## src/nx_pkg.sv

```systemverilog
// Shared widths, field positions, command and direction codes, payload union, routing function
`default_nettype none

package nx_pkg;

// ------------------------------
// Widths
// ------------------------------

localparam int NX_ROW_W     = 4;
localparam int NX_COL_W     = 4;
localparam int NX_CMD_W     = 2;
localparam int NX_MSG_W     = 32;
localparam int NX_PAYLOAD_W = NX_MSG_W - NX_ROW_W - NX_COL_W - NX_CMD_W;
localparam int NX_INPUTS    = 4;
localparam int NX_LUT_W     = 1 << NX_INPUTS;
localparam int NX_IDX_W     = $clog2(NX_INPUTS);

// Field positions within one message word
localparam int NX_ROW_MSB = NX_MSG_W - 1;
localparam int NX_ROW_LSB = NX_ROW_MSB - NX_ROW_W + 1;
localparam int NX_COL_MSB = NX_ROW_LSB - 1;
localparam int NX_COL_LSB = NX_COL_MSB - NX_COL_W + 1;
localparam int NX_CMD_MSB = NX_COL_LSB - 1;
localparam int NX_CMD_LSB = NX_CMD_MSB - NX_CMD_W + 1;
localparam int NX_PAY_MSB = NX_CMD_LSB - 1;
localparam int NX_PAY_LSB = 0;

// ------------------------------
// Codes
// ------------------------------

// Code 3 is reserved, logic unit drops it
typedef enum logic [NX_CMD_W-1:0] {
      NX_CMD_SIGNAL = 2'd0
    , NX_CMD_LUT    = 2'd1
    , NX_CMD_MAP    = 2'd2
} nx_cmd_e;

typedef enum logic [1:0] {
      NX_DIR_NORTH = 2'd0
    , NX_DIR_EAST  = 2'd1
    , NX_DIR_SOUTH = 2'd2
    , NX_DIR_WEST  = 2'd3
} nx_dir_e;

// ------------------------------
// Payload views
// ------------------------------

// Signal update, index and state in the top bits
typedef struct packed {
    logic [NX_IDX_W-1:0]              index;
    logic                             state;
    logic [NX_PAYLOAD_W-NX_IDX_W-2:0] pad;
} nx_sig_view_t;

// Truth table load, entry N is output for input pattern N
typedef struct packed {
    logic [NX_LUT_W-1:0]              truth;
    logic [NX_PAYLOAD_W-NX_LUT_W-1:0] pad;
} nx_lut_view_t;

// Output mapping, where the node output is sent
typedef struct packed {
    logic [NX_ROW_W-1:0]                                 row;
    logic [NX_COL_W-1:0]                                 col;
    logic [NX_IDX_W-1:0]                                 index;
    logic [NX_PAYLOAD_W-NX_ROW_W-NX_COL_W-NX_IDX_W-1:0] pad;
} nx_map_view_t;

// Chosen by the command field
typedef union packed {
    nx_sig_view_t sig;
    nx_lut_view_t lut;
    nx_map_view_t map;
} nx_payload_u;

// Rows first, then columns
function automatic nx_dir_e nx_route_dir(
    input logic [NX_ROW_W-1:0] node_row,
    input logic [NX_COL_W-1:0] node_col,
    input logic [NX_ROW_W-1:0] tgt_row,
    input logic [NX_COL_W-1:0] tgt_col
);
    if (tgt_row > node_row) return NX_DIR_SOUTH;
    if (tgt_row < node_row) return NX_DIR_NORTH;
    if (tgt_col > node_col) return NX_DIR_EAST;
    return NX_DIR_WEST;
endfunction

endpackage : nx_pkg

`default_nettype wire

```

## src/nx_msg_router.sv

```systemverilog
// Inbound router: address compare, local path register, bypass path register with direction
`timescale 1ns/100ps
`default_nettype none

module nx_msg_router
    import nx_pkg::*;
(
      input  logic                clk_i
    , input  logic                rst_n_i
    // Node address
    , input  logic [NX_ROW_W-1:0] node_row_i
    , input  logic [NX_COL_W-1:0] node_col_i
    // Inbound stream
    , input  logic [NX_MSG_W-1:0] ib_data_i
    , input  logic                ib_valid_i
    , output logic                ib_ready_o
    // Local stream to logic unit
    , output logic [NX_MSG_W-1:0] loc_data_o
    , output logic                loc_valid_o
    , input  logic                loc_ready_i
    // Bypass stream to combiner
    , output logic [NX_MSG_W-1:0] byp_data_o
    , output nx_dir_e             byp_dir_o
    , output logic                byp_valid_o
    , input  logic                byp_ready_i
    // Both registers empty
    , output logic                idle_o
);

// ------------------------------
// Address decode
// ------------------------------

logic [NX_ROW_W-1:0] tgt_row;
logic [NX_COL_W-1:0] tgt_col;
logic                is_local;
logic                ib_accept;
logic                loc_load, byp_load;

logic [NX_MSG_W-1:0] loc_data_q, byp_data_q;
nx_dir_e             byp_dir_q;
logic                loc_valid_q, byp_valid_q;

assign tgt_row  = ib_data_i[NX_ROW_MSB:NX_ROW_LSB];
assign tgt_col  = ib_data_i[NX_COL_MSB:NX_COL_LSB];
assign is_local = (tgt_row == node_row_i) && (tgt_col == node_col_i);

// Ready only looks at the register this message heads for
assign ib_ready_o = is_local ? (!loc_valid_q || loc_ready_i)
                             : (!byp_valid_q || byp_ready_i);

assign ib_accept = ib_valid_i && ib_ready_o;
assign loc_load  = ib_accept && is_local;
assign byp_load  = ib_accept && !is_local;

// ------------------------------
// Path registers
// ------------------------------

always_ff @(posedge clk_i or negedge rst_n_i) begin
    if (!rst_n_i) begin
        loc_valid_q <= 1'b0;
        byp_valid_q <= 1'b0;
    end else begin
        // Load wins over drain in the same cycle
        if (loc_load) begin
            loc_valid_q <= 1'b1;
        end else if (loc_ready_i) begin
            loc_valid_q <= 1'b0;
        end
        if (byp_load) begin
            byp_valid_q <= 1'b1;
        end else if (byp_ready_i) begin
            byp_valid_q <= 1'b0;
        end
    end
end

// Payload, direction worked out once on entry
always_ff @(posedge clk_i) begin
    if (loc_load) begin
        loc_data_q <= ib_data_i;
    end
    if (byp_load) begin
        byp_data_q <= ib_data_i;
        byp_dir_q  <= nx_route_dir(node_row_i, node_col_i, tgt_row, tgt_col);
    end
end

assign loc_data_o  = loc_data_q;
assign loc_valid_o = loc_valid_q;
assign byp_data_o  = byp_data_q;
assign byp_dir_o   = byp_dir_q;
assign byp_valid_o = byp_valid_q;

assign idle_o = !loc_valid_q && !byp_valid_q;

// One accepted message shows up on one path only
a_one_path: assert property (@(posedge clk_i) disable iff (!rst_n_i)
    ib_accept |=> !($rose(loc_valid_q) && $rose(byp_valid_q)));

endmodule : nx_msg_router

`default_nettype wire

```

## src/nx_logic_unit.sv

```systemverilog
// Logic unit: local command decode, input bits, truth table, output map, emit register
`timescale 1ns/100ps
`default_nettype none

module nx_logic_unit
    import nx_pkg::*;
(
      input  logic                clk_i
    , input  logic                rst_n_i
    // Node address
    , input  logic [NX_ROW_W-1:0] node_row_i
    , input  logic [NX_COL_W-1:0] node_col_i
    // Local stream from router
    , input  logic [NX_MSG_W-1:0] loc_data_i
    , input  logic                loc_valid_i
    , output logic                loc_ready_o
    // Emit stream to combiner
    , output logic [NX_MSG_W-1:0] emit_data_o
    , output nx_dir_e             emit_dir_o
    , output logic                emit_valid_o
    , input  logic                emit_ready_i
    // Nothing waiting to leave
    , output logic                idle_o
);

// ------------------------------
// Decode
// ------------------------------

nx_cmd_e              loc_cmd;
nx_payload_u          loc_payload;
logic                 loc_accept;

logic [NX_INPUTS-1:0] inputs_q, inputs_nxt;
logic [NX_LUT_W-1:0]  lut_q, lut_nxt;
logic [NX_ROW_W-1:0]  map_row_q;
logic [NX_COL_W-1:0]  map_col_q;
logic [NX_IDX_W-1:0]  map_idx_q;
logic                 map_valid_q;
logic                 last_q;

logic                 evaluate, eval_bit, emit_load;
nx_payload_u          emit_payload;
logic [NX_MSG_W-1:0]  emit_data_q;
nx_dir_e              emit_dir_q;
logic                 emit_valid_q;

assign loc_cmd     = nx_cmd_e'(loc_data_i[NX_CMD_MSB:NX_CMD_LSB]);
assign loc_payload = loc_data_i[NX_PAY_MSB:NX_PAY_LSB];

// Stall only while a pending emit is stuck
assign loc_ready_o = !emit_valid_q || emit_ready_i;
assign loc_accept  = loc_valid_i && loc_ready_o;

// Next inputs and table as seen after this message
always_comb begin
    inputs_nxt = inputs_q;
    lut_nxt    = lut_q;
    evaluate   = 1'b0;
    case (loc_cmd)
        NX_CMD_SIGNAL: begin
            inputs_nxt[loc_payload.sig.index] = loc_payload.sig.state;
            evaluate                          = 1'b1;
        end
        NX_CMD_LUT: begin
            lut_nxt  = loc_payload.lut.truth;
            evaluate = 1'b1;
        end
        // Map and reserved never trigger evaluation
        default: begin
            evaluate = 1'b0;
        end
    endcase
end

// Table lookup on the updated state
assign eval_bit  = lut_nxt[inputs_nxt];
assign emit_load = loc_accept && evaluate && map_valid_q && (eval_bit != last_q);

// ------------------------------
// State
// ------------------------------

always_ff @(posedge clk_i or negedge rst_n_i) begin
    if (!rst_n_i) begin
        inputs_q    <= '0;
        lut_q       <= '0;
        map_row_q   <= '0;
        map_col_q   <= '0;
        map_idx_q   <= '0;
        map_valid_q <= 1'b0;
        last_q      <= 1'b0;
    end else if (loc_accept) begin
        inputs_q <= inputs_nxt;
        lut_q    <= lut_nxt;
        if (loc_cmd == NX_CMD_MAP) begin
            map_row_q   <= loc_payload.map.row;
            map_col_q   <= loc_payload.map.col;
            map_idx_q   <= loc_payload.map.index;
            map_valid_q <= 1'b1;
        end
        // Only track what actually went out
        if (emit_load) begin
            last_q <= eval_bit;
        end
    end
end

// ------------------------------
// Emit register
// ------------------------------

// Signal update for the mapped input of the target
always_comb begin
    emit_payload           = '0;
    emit_payload.sig.index = map_idx_q;
    emit_payload.sig.state = eval_bit;
end

always_ff @(posedge clk_i or negedge rst_n_i) begin
    if (!rst_n_i) begin
        emit_valid_q <= 1'b0;
    end else if (emit_load) begin
        emit_valid_q <= 1'b1;
    end else if (emit_ready_i) begin
        emit_valid_q <= 1'b0;
    end
end

always_ff @(posedge clk_i) begin
    if (emit_load) begin
        emit_data_q <= {map_row_q, map_col_q, NX_CMD_SIGNAL, emit_payload};
        emit_dir_q  <= nx_route_dir(node_row_i, node_col_i, map_row_q, map_col_q);
    end
end

assign emit_data_o  = emit_data_q;
assign emit_dir_o   = emit_dir_q;
assign emit_valid_o = emit_valid_q;

assign idle_o = !emit_valid_q;

// A stalled emit is never overwritten
a_emit_hold: assert property (@(posedge clk_i) disable iff (!rst_n_i)
    (emit_valid_q && !emit_ready_i) |=>
        (emit_valid_q && $stable(emit_data_q) && $stable(emit_dir_q)));

endmodule : nx_logic_unit

`default_nettype wire

```

## src/nx_stream_combiner.sv

```systemverilog
// Stream combiner: one registered output, bypass stream preferred over emit stream
`timescale 1ns/100ps
`default_nettype none

module nx_stream_combiner
    import nx_pkg::*;
(
      input  logic                clk_i
    , input  logic                rst_n_i
    // Bypass stream, higher priority
    , input  logic [NX_MSG_W-1:0] byp_data_i
    , input  nx_dir_e             byp_dir_i
    , input  logic                byp_valid_i
    , output logic                byp_ready_o
    // Emit stream
    , input  logic [NX_MSG_W-1:0] emit_data_i
    , input  nx_dir_e             emit_dir_i
    , input  logic                emit_valid_i
    , output logic                emit_ready_o
    // Outbound stream
    , output logic [NX_MSG_W-1:0] ob_data_o
    , output nx_dir_e             ob_dir_o
    , output logic                ob_valid_o
    , input  logic                ob_ready_i
    // Output register empty
    , output logic                idle_o
);

logic                can_load;
logic                take_byp, take_emit;
logic [NX_MSG_W-1:0] ob_data_q;
nx_dir_e             ob_dir_q;
logic                ob_valid_q;

// ------------------------------
// Selection
// ------------------------------

// Free or emptying this cycle
assign can_load = !ob_valid_q || ob_ready_i;

// Emit waits whenever bypass has something
assign byp_ready_o  = can_load;
assign emit_ready_o = can_load && !byp_valid_i;

assign take_byp  = byp_valid_i && byp_ready_o;
assign take_emit = emit_valid_i && emit_ready_o;

// ------------------------------
// Output register
// ------------------------------

always_ff @(posedge clk_i or negedge rst_n_i) begin
    if (!rst_n_i) begin
        ob_valid_q <= 1'b0;
    end else if (take_byp || take_emit) begin
        ob_valid_q <= 1'b1;
    end else if (ob_ready_i) begin
        ob_valid_q <= 1'b0;
    end
end

always_ff @(posedge clk_i) begin
    if (take_byp) begin
        ob_data_q <= byp_data_i;
        ob_dir_q  <= byp_dir_i;
    end else if (take_emit) begin
        ob_data_q <= emit_data_i;
        ob_dir_q  <= emit_dir_i;
    end
end

assign ob_data_o  = ob_data_q;
assign ob_dir_o   = ob_dir_q;
assign ob_valid_o = ob_valid_q;

assign idle_o = !ob_valid_q;

// Outbound word held under back-pressure
a_ob_stable: assert property (@(posedge clk_i) disable iff (!rst_n_i)
    (ob_valid_o && !ob_ready_i) |=>
        (ob_valid_o && $stable(ob_data_o) && $stable(ob_dir_o)));

endmodule : nx_stream_combiner

`default_nettype wire

```

## src/nx_node.sv

```systemverilog
// Node top: router and logic unit side by side, combiner on the outbound stream, idle flag
`timescale 1ns/100ps
`default_nettype none

module nx_node
    import nx_pkg::*;
(
      input  logic                clk_i
    , input  logic                rst_n_i
    // Static node address
    , input  logic [NX_ROW_W-1:0] node_row_i
    , input  logic [NX_COL_W-1:0] node_col_i
    // Inbound stream
    , input  logic [NX_MSG_W-1:0] ib_data_i
    , input  logic                ib_valid_i
    , output logic                ib_ready_o
    // Outbound stream
    , output logic [NX_MSG_W-1:0] ob_data_o
    , output nx_dir_e             ob_dir_o
    , output logic                ob_valid_o
    , input  logic                ob_ready_i
    // All parts drained
    , output logic                idle_o
);

// ------------------------------
// Router
// ------------------------------

logic [NX_MSG_W-1:0] loc_data, byp_data, emit_data;
logic                loc_valid, loc_ready;
nx_dir_e             byp_dir, emit_dir;
logic                byp_valid, byp_ready;
logic                emit_valid, emit_ready;
logic                rtr_idle, lgc_idle, cmb_idle;
logic                idle_q;

nx_msg_router router (
      .clk_i      (clk_i     )
    , .rst_n_i    (rst_n_i   )
    , .node_row_i (node_row_i)
    , .node_col_i (node_col_i)
    , .ib_data_i  (ib_data_i )
    , .ib_valid_i (ib_valid_i)
    , .ib_ready_o (ib_ready_o)
    , .loc_data_o (loc_data  )
    , .loc_valid_o(loc_valid )
    , .loc_ready_i(loc_ready )
    , .byp_data_o (byp_data  )
    , .byp_dir_o  (byp_dir   )
    , .byp_valid_o(byp_valid )
    , .byp_ready_i(byp_ready )
    , .idle_o     (rtr_idle  )
);

// ------------------------------
// Logic unit
// ------------------------------

nx_logic_unit logic_unit (
      .clk_i       (clk_i     )
    , .rst_n_i     (rst_n_i   )
    , .node_row_i  (node_row_i)
    , .node_col_i  (node_col_i)
    , .loc_data_i  (loc_data  )
    , .loc_valid_i (loc_valid )
    , .loc_ready_o (loc_ready )
    , .emit_data_o (emit_data )
    , .emit_dir_o  (emit_dir  )
    , .emit_valid_o(emit_valid)
    , .emit_ready_i(emit_ready)
    , .idle_o      (lgc_idle  )
);

// ------------------------------
// Combiner
// ------------------------------

nx_stream_combiner combiner (
      .clk_i       (clk_i     )
    , .rst_n_i     (rst_n_i   )
    , .byp_data_i  (byp_data  )
    , .byp_dir_i   (byp_dir   )
    , .byp_valid_i (byp_valid )
    , .byp_ready_o (byp_ready )
    , .emit_data_i (emit_data )
    , .emit_dir_i  (emit_dir  )
    , .emit_valid_i(emit_valid)
    , .emit_ready_o(emit_ready)
    , .ob_data_o   (ob_data_o )
    , .ob_dir_o    (ob_dir_o  )
    , .ob_valid_o  (ob_valid_o)
    , .ob_ready_i  (ob_ready_i)
    , .idle_o      (cmb_idle  )
);

// Low for the first cycle out of reset
always_ff @(posedge clk_i or negedge rst_n_i) begin
    if (!rst_n_i) begin
        idle_q <= 1'b0;
    end else begin
        idle_q <= rtr_idle && lgc_idle && cmb_idle;
    end
end

assign idle_o = idle_q;

endmodule : nx_node

`default_nettype wire

```

## config.mk

```make
export PLATFORM = sky130hd
export DESIGN_NAME = nx_node
export DESIGN_NICKNAME = d
export VERILOG_FILES = /design/src/nx_pkg.sv /design/src/nx_msg_router.sv /design/src/nx_logic_unit.sv /design/src/nx_stream_combiner.sv /design/src/nx_node.sv
export SDC_FILE = /design/constraint.sdc
export NUM_CORES = 1
export LEC_CHECK = 0
export BUFFER_PORTS_ARGS = -buffer_cell sky130_fd_sc_hd__buf_2
export CAP_MARGIN = 25
export CORE_MARGIN = 2
export CORE_UTILIZATION = 49
export CTS_BUF_LIST = sky130_fd_sc_hd__clkbuf_16
export DETAILED_ROUTE_END_ITERATION = 8
export HOLD_SLACK_MARGIN = 0.03
export MAX_ROUTING_LAYER = met4
export PLACE_DENSITY_LB_ADDON = 0.25
export SYNTH_ARGS = -nofsm -noshare
export SYNTH_HDL_FRONTEND = slang
export SYNTH_SLANG_ARGS = --single-unit
```

## constraint.sdc

```tcl
create_clock -name clk_i -period 4.1 [get_ports clk_i]
set_input_delay 0.82 -clock clk_i [delete_from_list [all_inputs] [get_ports clk_i]]
set_output_delay 0.82 -clock clk_i [all_outputs]
set_load 0.01 [all_outputs]
```

# [After elaboration in Yosys (flattened, before gate mapping)]
# Index checks and enable logic that the tools add are counted.
# W data, S select, Z words.
[op_classes] mux=51 n_div=0 order_cmp=9 reduce_logical=34 n_addsub=0 n_mul=0 eq_ne=5 bitwise=0 shift=0
[ops] operator="$mux W32" count=2
[ops] operator="$mux W1" count=30
[ops] operator="$mux W2" count=14
[ops] operator="$gt A4 B4 Y1" count=4
[ops] operator="$mux W16" count=1
[ops] operator="$logic_and A1 B1 Y1" count=15
[ops] operator="$reduce_bool A2 Y1" count=5
[ops] operator="$eq A4 B4 Y1" count=2
[ops] operator="$lt A4 B4 Y1" count=2
[ops] operator="$logic_not A1 Y1" count=5
[ops] operator="$logic_or A1 B1 Y1" count=5
[ops] operator="$lt A4 B5 Y1 const B" count=1
[ops] operator="$bmux W1 S4" count=1
[ops] operator="$bwmux W4" count=1
[ops] operator="$mux W4" count=1
[ops] operator="$reduce_and A2 Y1" count=2
[ops] operator="$lt A2 B3 Y1 const B" count=1
[ops] operator="$demux W1 S2" count=1
[ops] operator="$eq A2 B1 Y1 const B" count=1
[ops] operator="$eq A2 B2 Y1 const B" count=1
[ops] operator="$ge A2 B1 Y1 const B" count=1
[ops] operator="$logic_not A2 Y1" count=1
[ops] operator="$reduce_or A2 Y1" count=1
[ops] operator="$ne A1 B1 Y1" count=1
[totals] ram_bits=0 romBits=0 in_bits=44 n_memories=0 regBits=142 output_inout_bits=37 latchBits=0 word_cells=118

# [Longest topological paths before layout]
# Gate-level depths: netlist of run 1.
[logic_depth] depth_word=19 ltp_mapped=10 depth_no_buf=8

# [By module]
# A second synthesis of run 1 with hierarchy kept.
[hier_totals] hier_cells=428 area_unflattened_um2=6705.2
[modules_own_cells] module="nx_logic_unit" instances=1 seq_area_each_um2=1216.2 cells_per_inst=236 area_each_um2=2678.8
[modules_own_cells] module="nx_msg_router" instances=1 seq_area_each_um2=2031.9 cells_per_inst=110 area_each_um2=2337.2
[modules_own_cells] module="nx_stream_combiner" instances=1 seq_area_each_um2=1046.0 cells_per_inst=80 area_each_um2=1657.8
[modules_own_cells] module="nx_node" instances=1 seq_area_each_um2=25.0 cells_per_inst=2 area_each_um2=31.3

# [Worst setup path after synthesis of run 1]
# OpenSTA, ideal clock, no wires.
[synth_path] path_kind="in2reg" from="in node_row_i[1]" to="reg router.byp_data_q[0], in the netlist router.byp_data_o[0], enable pin" n_path_buf=0 arrival_ns=2.830 setup_ns=0.425 stages=5 slack_ns=0.844 required_ns=3.675 cell_sequence="inv_1 > ha_1 > nand4_1 > nor2_1 > nor2_1"
[synth_between] elab_chain_len=5 word_cells_on_any_way=6 classes_between="eq/ne: 1; mux: 1; reduce/logical: 4"
[synth_rtl] item="start, declared" line_no="nx_node.sv:11" text=", input logic [NX_ROW_W-1:0] node_row_i"
[synth_rtl] item="$eq A4 B4 Y1 *" line_no="nx_msg_router.sv:46" text="assign is_local = (tgt_row == node_row_i) && (tgt_col == node_col_i);"
[synth_rtl] item="$logic_and A1 B1 Y1 *" line_no="nx_msg_router.sv:46"
[synth_rtl] item="$mux W1" line_no="nx_msg_router.sv:49" text="assign ib_ready_o = is_local ? (!loc_valid_q || loc_ready_i)"
[synth_rtl] item="$logic_and A1 B1 Y1" line_no="nx_msg_router.sv:52" text="assign ib_accept = ib_valid_i && ib_ready_o;"
[synth_rtl] item="$logic_and A1 B1 Y1 *" line_no="nx_msg_router.sv:54" text="assign byp_load = ib_accept && !is_local;"
[synth_rtl] item="via router.byp_load" line_no="nx_msg_router.sv:38" text="logic loc_load, byp_load;"
[synth_rtl] item="end signal, assigned" line_no="nx_msg_router.sv:85" text="byp_data_q <= ib_data_i;"
[synth_rtl] item="end, declared" line_no="nx_msg_router.sv:40" text="logic [NX_MSG_W-1:0] loc_data_q, byp_data_q;"
# The timed path passes the listed nets; every way through them passes the cells marked *.
# A chain may end at the register's enable or synchronous reset.

# [Final worst setup path of run 1]
[layout_path] from="reg router.loc_data_q[23], in the netlist router.loc_data_o[23]" to="reg logic_unit.emit_data_q[19], in the netlist logic_unit.emit_data_o[19], enable pin"
[layout_between] elab_chain_len=6 word_cells_on_any_way=12 classes_between="eq/ne: 2; mux: 5; reduce/logical: 5"
[layout_rtl] item="start, declared" line_no="nx_msg_router.sv:40"
[layout_rtl] item="start signal, assigned" line_no="nx_msg_router.sv:82" text="loc_data_q <= ib_data_i;"
[layout_rtl] item="$eq A2 B1 Y1 or $logic_not A2 Y1 (tied branches)" line_no="nx_logic_unit.sv:60" text="case (loc_cmd)"
[layout_rtl] item="$mux W16 (tied with other cells)" line_no="nx_logic_unit.sv:60"
[layout_rtl] item="$bmux W1 S4 or $mux W1 (tied branches)" line_no="nx_logic_unit.sv:77, nx_logic_unit.sv:60"
[layout_rtl] item="$mux W1 (not written as such) or $logic_and A1 B1 Y1 (tied branches)" line_no="nx_logic_unit.sv:77, nx_logic_unit.sv:78"
[layout_rtl] item="$ne A1 B1 Y1 or $logic_and A1 B1 Y1 (tied branches)" line_no="nx_logic_unit.sv:78" text="assign emit_load = loc_accept && evaluate && map_valid_q && (eval_bit != last_q);"
[layout_rtl] item="$logic_and A1 B1 Y1 *" line_no="nx_logic_unit.sv:78"
[layout_rtl] item="via logic_unit.emit_load" line_no="nx_logic_unit.sv:42" text="logic evaluate, eval_bit, emit_load;"
[layout_rtl] item="end signal, assigned" line_no="nx_logic_unit.sv:132" text="emit_data_q <= {map_row_q, map_col_q, NX_CMD_SIGNAL, emit_payload};"
[layout_rtl] item="end, declared" line_no="nx_logic_unit.sv:44" text="logic [NX_MSG_W-1:0] emit_data_q;"
# The timed path passes the listed nets; every way through them passes the cells marked *. The select of a mux whose other input is x is not followed.

==> impl_metrics.tcl, run 1 <==
set metrics [dict create \
    timing.critical_path.arrival_ns 3.69 \
    critPathSlowestCell "sky130_fd_sc_hd__mux2i_1" \
    run_status "finished clean" \
    antenna_violations_before_repair 0 \
    remaining_drc_errors 0 \
    starting_utilization_of_the_core_area_pct 49.7 \
    clockRootBuffer "sky130_fd_sc_hd__clkbuf_16" \
    buffers_on_ports 80 \
    die_width_um 111 \
    post_synth_inst_count 366 \
    cts_tree "built" \
    postCtsHoldBufs 0 \
    power.density_cell_area_nw_per_um2 486 \
    die_h_um 111 \
    multi_input_comb_area_um2 1610 \
    synth_fp_nets 426 \
    clock_sink_count 136 \
    insertion_delay_ns 0.42 \
    drive_above_1_share_pct 35.4 \
    ys_warn_count 0 \
    dpl_cell_area_um2 6160 \
    routedWlPerCell_um 17.1 \
    slew_at_the_pin_closest_to_its_max_slew_limit_ns 0.849 \
    grt_setup_unrepaired "no" \
    cts_max_path_buffers 2 \
    placeableCoreArea_um2 11300 \
    area_enclosed_by_the_die_boundary_um2 12300 \
    internal_power_of_the_cells_uw 2520 \
    grt_overflow 0 \
    dp_hpwl_um 7150 \
    cts_post_setup_buffers_inserted 0 \
    rows 39 \
    postSynthAreaPerCell_um2 15.3 \
    final_net_count 517 \
    post_synth_edffs 99 \
    detailedRoute.firstIterationViolations 211 \
    p_clk_share_pct 44.1 \
    number_of_global_route_vias_before_repair 3314 \
    fin_skew_ns 0.00727 \
    power.share.sequential_pct 48.8 \
    regArea_um2 3900 \
    setup_viol_count_final 0 \
    cts_inserted_buffers 17 \
    ys_async_sr_fraction_pct 27.2 \
    worst_path_largest_cell_delay_ns 0.66 \
    cts-htree-levels 4 \
    track_usage_pct 18.8 \
    relative_max_transition_margin_pct 43.4 \
    final_hold_viol_count 0 \
    number_of_unique_standard_cell_types_used_by_synthesis 45 \
    synthToLayoutAreaGrowth_pct 20.5 \
    endpoint_kind "flop" \
    critical_path_peak_fanout 13 \
    placed_cells 580 \
    largest_net_degree_at_the_start_of_global_routing 38 \
    min_path_type "flop to flop" \
    synth-main-ff-cell "sky130_fd_sc_hd__edfxtp_1" \
    clk_pin_slew_ns 0.06 \
    final_slew_viol_count 0 \
    worstSetupStartpointType "flop" \
    required_ns 4.15 \
    timing.final.crit_share_pct 88.8 \
    max_cap_check_violation_count 0 \
    ctsResizeCount 0 \
    power_frac_comb_pct 7.1 \
    fin_cells 612 \
    fmaxAchievable_mhz 275 \
    detail_route.vias_per_cell 5.35 \
    setup_tns_ns 0 \
    globalRoute.busiestLayer "met2" \
    grt_util_met3_pct 5.58 \
    io_pins 81 \
    post-route-cell-area_um2 6740 \
    groute.layer.met2.usage_pct 30.6 \
    grtUsageMet1_pct 22.2 \
    vias 3272 \
    critical_path_class "flop to flop" \
    power.leakage_uw 0.00280 \
    wire_length_of_the_first_global_routing_pass_um 17100 \
    postRouteAntennaNets 0 \
    number_of_filler_instances_in_the_final_layout 882 \
    ys_seq_elements 136 \
    synth_area_um2 5600 \
    synth-seq-area-share_pct 69.6 \
    insertedDiodeCount 0 \
    gp_congestion 0.882 \
    vdd.ir_drop.worst_uv 373 \
    fin_crit_ns 3.64 \
    critical_path.cell_chain "nor4b_1 > mux2i_1 > a211o_1 > o22ai_1 > o311ai_0 > a31oi_1 > o21ai_0 > and3b_1" \
    routed_wirelength_um 10500 \
    switching_power_uw 758 \
    drt_pass1_iterations 4 \
    switching_portion_of_total_power_pct 23.2 \
]
-- routing by layer --
layer  vias to the layer above  part of all wire, %  wire, µm
met1                      1609                   43      4470
met2                        83                   51      5360
met3                        26                  4.2       436
li1                       1554                    -         -
met5                         -                    0         0
met4                         0                  1.9       203
-- cells by family (layout without fill, tap and decap cells) --
family | Yosys count | after routing | share of synthesized area (%)
AOI/OAI and AO/OA | 49 | 49 | 5.59
adders and majority gates | 16 | 16 | 3.58
buffers and inverters | 24 | 127 | 1.92
DFF | 136 | 136 | 69.6
muxes | 53 | 53 | 10.5
and+or+nand+nor | 88 | 88 | 8.76
-- metrics by stage --
stage | worst slack [ns] | total power, µW | hold WS [ns] | utilization [%]
after CTS | 0.446 | 3310 | 0.460 | 59.6
after floorplan | 0.844 | 1750 | 0.419 | -
final | 0.461 | 3270 | 0.454 | 59.8
after global routing | 0.0569 | 3390 | 0.486 | 59.8
after global placement | 0.577 | 1850 | 0.424 | 54.6
after detailed placement | 0.465 | 1860 | 0.443 | 54.6
-- layout by cell type, fill, tap and decap left out, types with 2 or more instances in the layout --
| cell | instances |
|---|---|
| sky130_fd_sc_hd__nand3_1 | 3 |
| sky130_fd_sc_hd__o21ai_0 | 13 |
| sky130_fd_sc_hd__buf_4 | 4 |
| sky130_fd_sc_hd__mux2i_1 | 10 |
| sky130_fd_sc_hd__o22ai_1 | 3 |
| sky130_fd_sc_hd__clkbuf_16 | 17 |
| sky130_fd_sc_hd__edfxtp_1 | 99 |
| sky130_fd_sc_hd__a21oi_1 | 15 |
| sky130_fd_sc_hd__nor4_1 | 3 |
| sky130_fd_sc_hd__a2111oi_0 | 2 |
| sky130_fd_sc_hd__nor2_1 | 9 |
| sky130_fd_sc_hd__nor2b_1 | 8 |
| sky130_fd_sc_hd__dfrtp_1 | 37 |
| sky130_fd_sc_hd__clkinvlp_4 | 6 |
| sky130_fd_sc_hd__o21a_1 | 2 |
| sky130_fd_sc_hd__buf_2 | 80 |
| sky130_fd_sc_hd__nand2_1 | 19 |
| sky130_fd_sc_hd__mux2_2 | 42 |
| sky130_fd_sc_hd__inv_1 | 11 |
| sky130_fd_sc_hd__a31oi_1 | 3 |
| sky130_fd_sc_hd__nand2b_1 | 8 |
| sky130_fd_sc_hd__ha_1 | 16 |
| sky130_fd_sc_hd__nor3_1 | 2 |
| sky130_fd_sc_hd__and2_1 | 22 |
| sky130_fd_sc_hd__nand4_1 | 3 |
| sky130_fd_sc_hd__nor2_4 | 2 |
| sky130_fd_sc_hd__inv_6 | 5 |
-- area by class of cell --
class | count | share of cell area [%]
flip-flops and latches | 136 | 57.8
multi-input cells | 206 | 23.9
repair buffers | 85 | 6.68
clock buffers | 17 | 6.31
well taps | 143 | 2.65
clock inverters | 14 | 2.06
inverters | 11 | 0.612
-- worst paths after layout --
check / start / endpoint / slack [ns] / cells after the start
max: router.loc_data_o[23]$_DFFE_PP_ / logic_unit.emit_data_o[19]$_DFFE_PP_ / 0.46 / 8
min: combiner.ob_valid_o$_DFFE_PN0P_ / idle_o$_DFF_PN0_ / 0.45 / 1
max reg2reg: router.loc_data_o[23]$_DFFE_PP_ / logic_unit.emit_data_o[19]$_DFFE_PP_ / 0.46 / 8
min reg2reg: combiner.ob_valid_o$_DFFE_PN0P_ / idle_o$_DFF_PN0_ / 0.45 / 1
max in group asynchronous: rst_n_i / logic_unit.inputs_q[0]$_DFFE_PN0N_ / 3.05 / 1
min in group asynchronous: rst_n_i / logic_unit.lut_q[2]$_DFFE_PN0N_ / 0.51 / 1
-- power groups by stage --
stage / clock [µW] / sequential [µW] / combinational, µW
floorplan: 0 / 1650 / 100
finish: 1440 / 1600 / 234
global route: 1530 / 1610 / 259
detailed placement: 0 / 1630 / 234
global placement: 0 / 1620 / 226
CTS: 1470 / 1600 / 234
-- flip-flops by register name, summed over array words and instances (netlist names) --
signal / count
logic_unit.map_col_q: 4
router.byp_data_o: 32
combiner.ob_valid_o: 1
logic_unit.emit_valid_o: 1
logic_unit.lut_q: 16
logic_unit.emit_dir_o: 2
router.loc_valid_o: 1
logic_unit.map_valid_q: 1
combiner.ob_data_o: 32
idle_o: 1
logic_unit.inputs_q: 4
router.loc_data_o: 18
combiner.ob_dir_o: 2
logic_unit.map_row_q: 4
router.byp_valid_o: 1
logic_unit.last_q: 1
logic_unit.map_idx_q: 2
logic_unit.emit_data_o: 11
router.byp_dir_o: 2
-- synth_stat cells, drive strengths merged (6+ instances only) --
cell / instances / area (µm²)
nand2b: 8 / 50.1
inv: 11 / 41.3
edfxtp: 99 / 2970
and2: 22 / 138
buf: 6 / 40.0
mux2i: 10 / 100
mux2: 43 / 488
ha: 16 / 200
nand2: 19 / 71.3
clkbuf: 7 / 26.3
nor2b: 9 / 56.3
a21oi: 15 / 75.1
nor2: 11 / 41.3
o21ai: 13 / 65.1
dfrtp: 37 / 926
-- worst max-delay path: cells and delay by family (launching register included) --
kind / cells / cell delay (ns)
AOI/OAI and AO/OA: 5 / 1.05
muxes: 1 / 0.66
and+or+nand+nor: 2 / 0.99
DFF: 1 / 0.56
Note: power is estimated with default switching activity, not from simulation.
==> inputs of run 2 (changes only) <==
--- a/config.mk
+++ b/config.mk
@@ -9,11 +9,11 @@
 export CAP_MARGIN = 25
 export CORE_MARGIN = 2
 export CORE_UTILIZATION = 49
-export CTS_BUF_LIST = sky130_fd_sc_hd__clkbuf_16
 export DETAILED_ROUTE_END_ITERATION = 8
 export HOLD_SLACK_MARGIN = 0.03
 export MAX_ROUTING_LAYER = met4
 export PLACE_DENSITY_LB_ADDON = 0.25
+export SLEW_MARGIN = 20
 export SYNTH_ARGS = -nofsm -noshare
 export SYNTH_HDL_FRONTEND = slang
 export SYNTH_SLANG_ARGS = --single-unit
==> run 2 against run 1 <==
Net effect: flip-flop and latch count unchanged; critical path depth unchanged; via count decreased by 1.3%; first-iteration DRC count increased by 3.8%; clock skew increased by 0.00057 ns; cell area unchanged; clock power about the same; combinational power about the same; global-route usage unchanged; non-clock buffer count unchanged; register-to-register slack got worse by 0.02 ns; worst hold slack got worse by 0.00092 ns; highest routed layer unchanged.
==> impl_metrics.tcl, run 2 (synthesized netlist as in run 1, its figures left out) <==
set metrics [dict create \
    antenna_violations_before_repair 0 \
    fin_crit_ns 3.66 \
    synthToLayoutAreaGrowth_pct 20.5 \
    cts_tree "built" \
    power.density_cell_area_nw_per_um2 486 \
    cts_post_setup_buffers_inserted 0 \
    gp_congestion 0.882 \
    clock_sink_count 136 \
    run_status "finished clean" \
    most-common-layout-cells "sky130_fd_sc_hd__edfxtp_1 (99), sky130_fd_sc_hd__buf_2 (80), sky130_fd_sc_hd__mux2_2 (42), sky130_fd_sc_hd__dfrtp_1 (37), sky130_fd_sc_hd__and2_1 (22)" \
    dp_hpwl_um 7150 \
    grt_overflow 0 \
    postRouteAntennaNets 0 \
    final_net_count 517 \
    die_width_um 111 \
    fin_skew_ns 0.00784 \
    fmaxAchievable_mhz 273 \
    final_hold_viol_count 0 \
    clockRootBuffer "sky130_fd_sc_hd__clkbuf_16" \
    rows 39 \
    io_pins 81 \
    slew_at_the_pin_closest_to_its_max_slew_limit_ns 0.852 \
    die_h_um 111 \
    globalRoute.busiestLayer "met2" \
    setup_viol_count_final 0 \
    insertedDiodeCount 0 \
    cts_inserted_buffers 17 \
    insertion_delay_ns 0.42 \
    critical_path_peak_fanout 13 \
    grt_setup_unrepaired "no" \
    clk_pin_slew_ns 0.06 \
    placeableCoreArea_um2 11300 \
    timing.final.crit_share_pct 89.2 \
    critPathTopFamily "compound AO/OA/AOI/OAI gates" \
    vias 3230 \
    timing.reg2reg.worst_path_depth 8 \
    final_common_cell "sky130_fd_sc_hd__edfxtp_1" \
    detail_route.vias_per_cell 5.28 \
    worst-path-stages 8 \
    area_enclosed_by_the_die_boundary_um2 12300 \
    timing.critical_path.arrival_ns 3.71 \
    vdd.ir_drop.worst_uv 441 \
    power.leakage_uw 0.00280 \
    largest_net_degree_at_the_start_of_global_routing 38 \
    buffers_on_ports 80 \
    worst_path_largest_cell_delay_ns 0.67 \
    number_of_global_route_vias_before_repair 3314 \
    detailedRoute.firstIterationViolations 219 \
    setup_tns_ns 0 \
    ctsResizeCount 0 \
    relative_max_transition_margin_pct 43.2 \
    grtUsageMet1_pct 22.2 \
    routed_wirelength_um 10400 \
    track_usage_pct 18.8 \
    critical_path.cell_chain "nor4b_1 > mux2i_1 > a211o_1 > o22ai_1 > o311ai_0 > a31oi_1 > o21ai_0 > and3b_1" \
    worstSetupStartpointType "flop" \
    final_slew_viol_count 0 \
    remaining_drc_errors 0 \
    required_ns 4.15 \
    cts_max_path_buffers 2 \
    max_cap_check_violation_count 0 \
    routedWlPerCell_um 17.1 \
    endpoint_kind "flop" \
    crit_buf_inv 0 \
    starting_utilization_of_the_core_area_pct 49.7 \
    cts-htree-levels 4 \
    drt_pass1_iterations 4 \
    groute.layer.met2.usage_pct 30.6 \
    grt_util_met3_pct 5.58 \
    place_ws_ns 0.465 \
    wire_length_of_the_first_global_routing_pass_um 17100 \
    postLayoutSetupSlackWorst_ns 0.443 \
    critical_path_class "flop to flop" \
    postCtsHoldBufs 0 \
    min_path_type "flop to flop" \
    drive_above_1_share_pct 35.4 \
    critPathSlowestCell "sky130_fd_sc_hd__mux2i_1" \
    timing.hold.worst_path_depth 1 \
]
-- run 2: cell counts in the layout (fill, tap and decap cells not counted) --
No cell type changed its count.
-- run 2: stage by stage --
stage | area [µm²] | hold slack [ns] | power (µW) | cells | utilization [%]
floorplan | 5600 | 0.419 | 1750 | 366 | -
CTS | 6720 | 0.460 | 3310 | 611 | 59.6
global placement | 6160 | 0.424 | 1850 | 580 | 54.6
finish | 6740 | 0.453 | 3280 | 612 | 59.8
detailed placement | 6160 | 0.443 | 1860 | 580 | 54.6
global route | 6740 | 0.486 | 3390 | 612 | 59.8
-- run 2: where the power goes --
group	internal [µW]	switching, µW	total (µW)
clock network	842	602	1440
logic	98.2	135	233
registers	1580	21.7	1600
total	2520	759	3280
-- run 2: path summary, 6_finish.rpt --
kind | slack, ns | from | end
worst min-delay path | 0.45 | combiner.ob_valid_o$_DFFE_PN0P_ | idle_o$_DFF_PN0_
worst min register to register | 0.45 | combiner.ob_valid_o$_DFFE_PN0P_ | idle_o$_DFF_PN0_
max in group asynchronous | 3.05 | rst_n_i | logic_unit.map_valid_q$_DFFE_PN0P_
worst max register to register | 0.44 | router.loc_data_o[23]$_DFFE_PP_ | logic_unit.emit_data_o[19]$_DFFE_PP_
min in group asynchronous | 0.51 | rst_n_i | logic_unit.lut_q[0]$_DFFE_PN0N_
worst max-delay path | 0.44 | router.loc_data_o[23]$_DFFE_PP_ | logic_unit.emit_data_o[19]$_DFFE_PP_
-- run 2: layer usage --
metal | vias up | share of wire [%]
met5 | - | 0
met4 | 0 | 1.5
met3 | 17 | 4.3
met2 | 78 | 51
met1 | 1583 | 43
li1 | 1552 | -
-- run 2: final cells by class --
| type | instances | area (µm²) |
|---|---|---|
| clock inverters | 14 | 139 |
| well taps | 143 | 179 |
| flip-flops and latches | 136 | 3900 |
| inverters | 11 | 41.3 |
| repair buffers | 85 | 450 |
| multi-input cells | 206 | 1610 |
| clock buffers | 17 | 425 |
| fillers | 887 | 4530 |
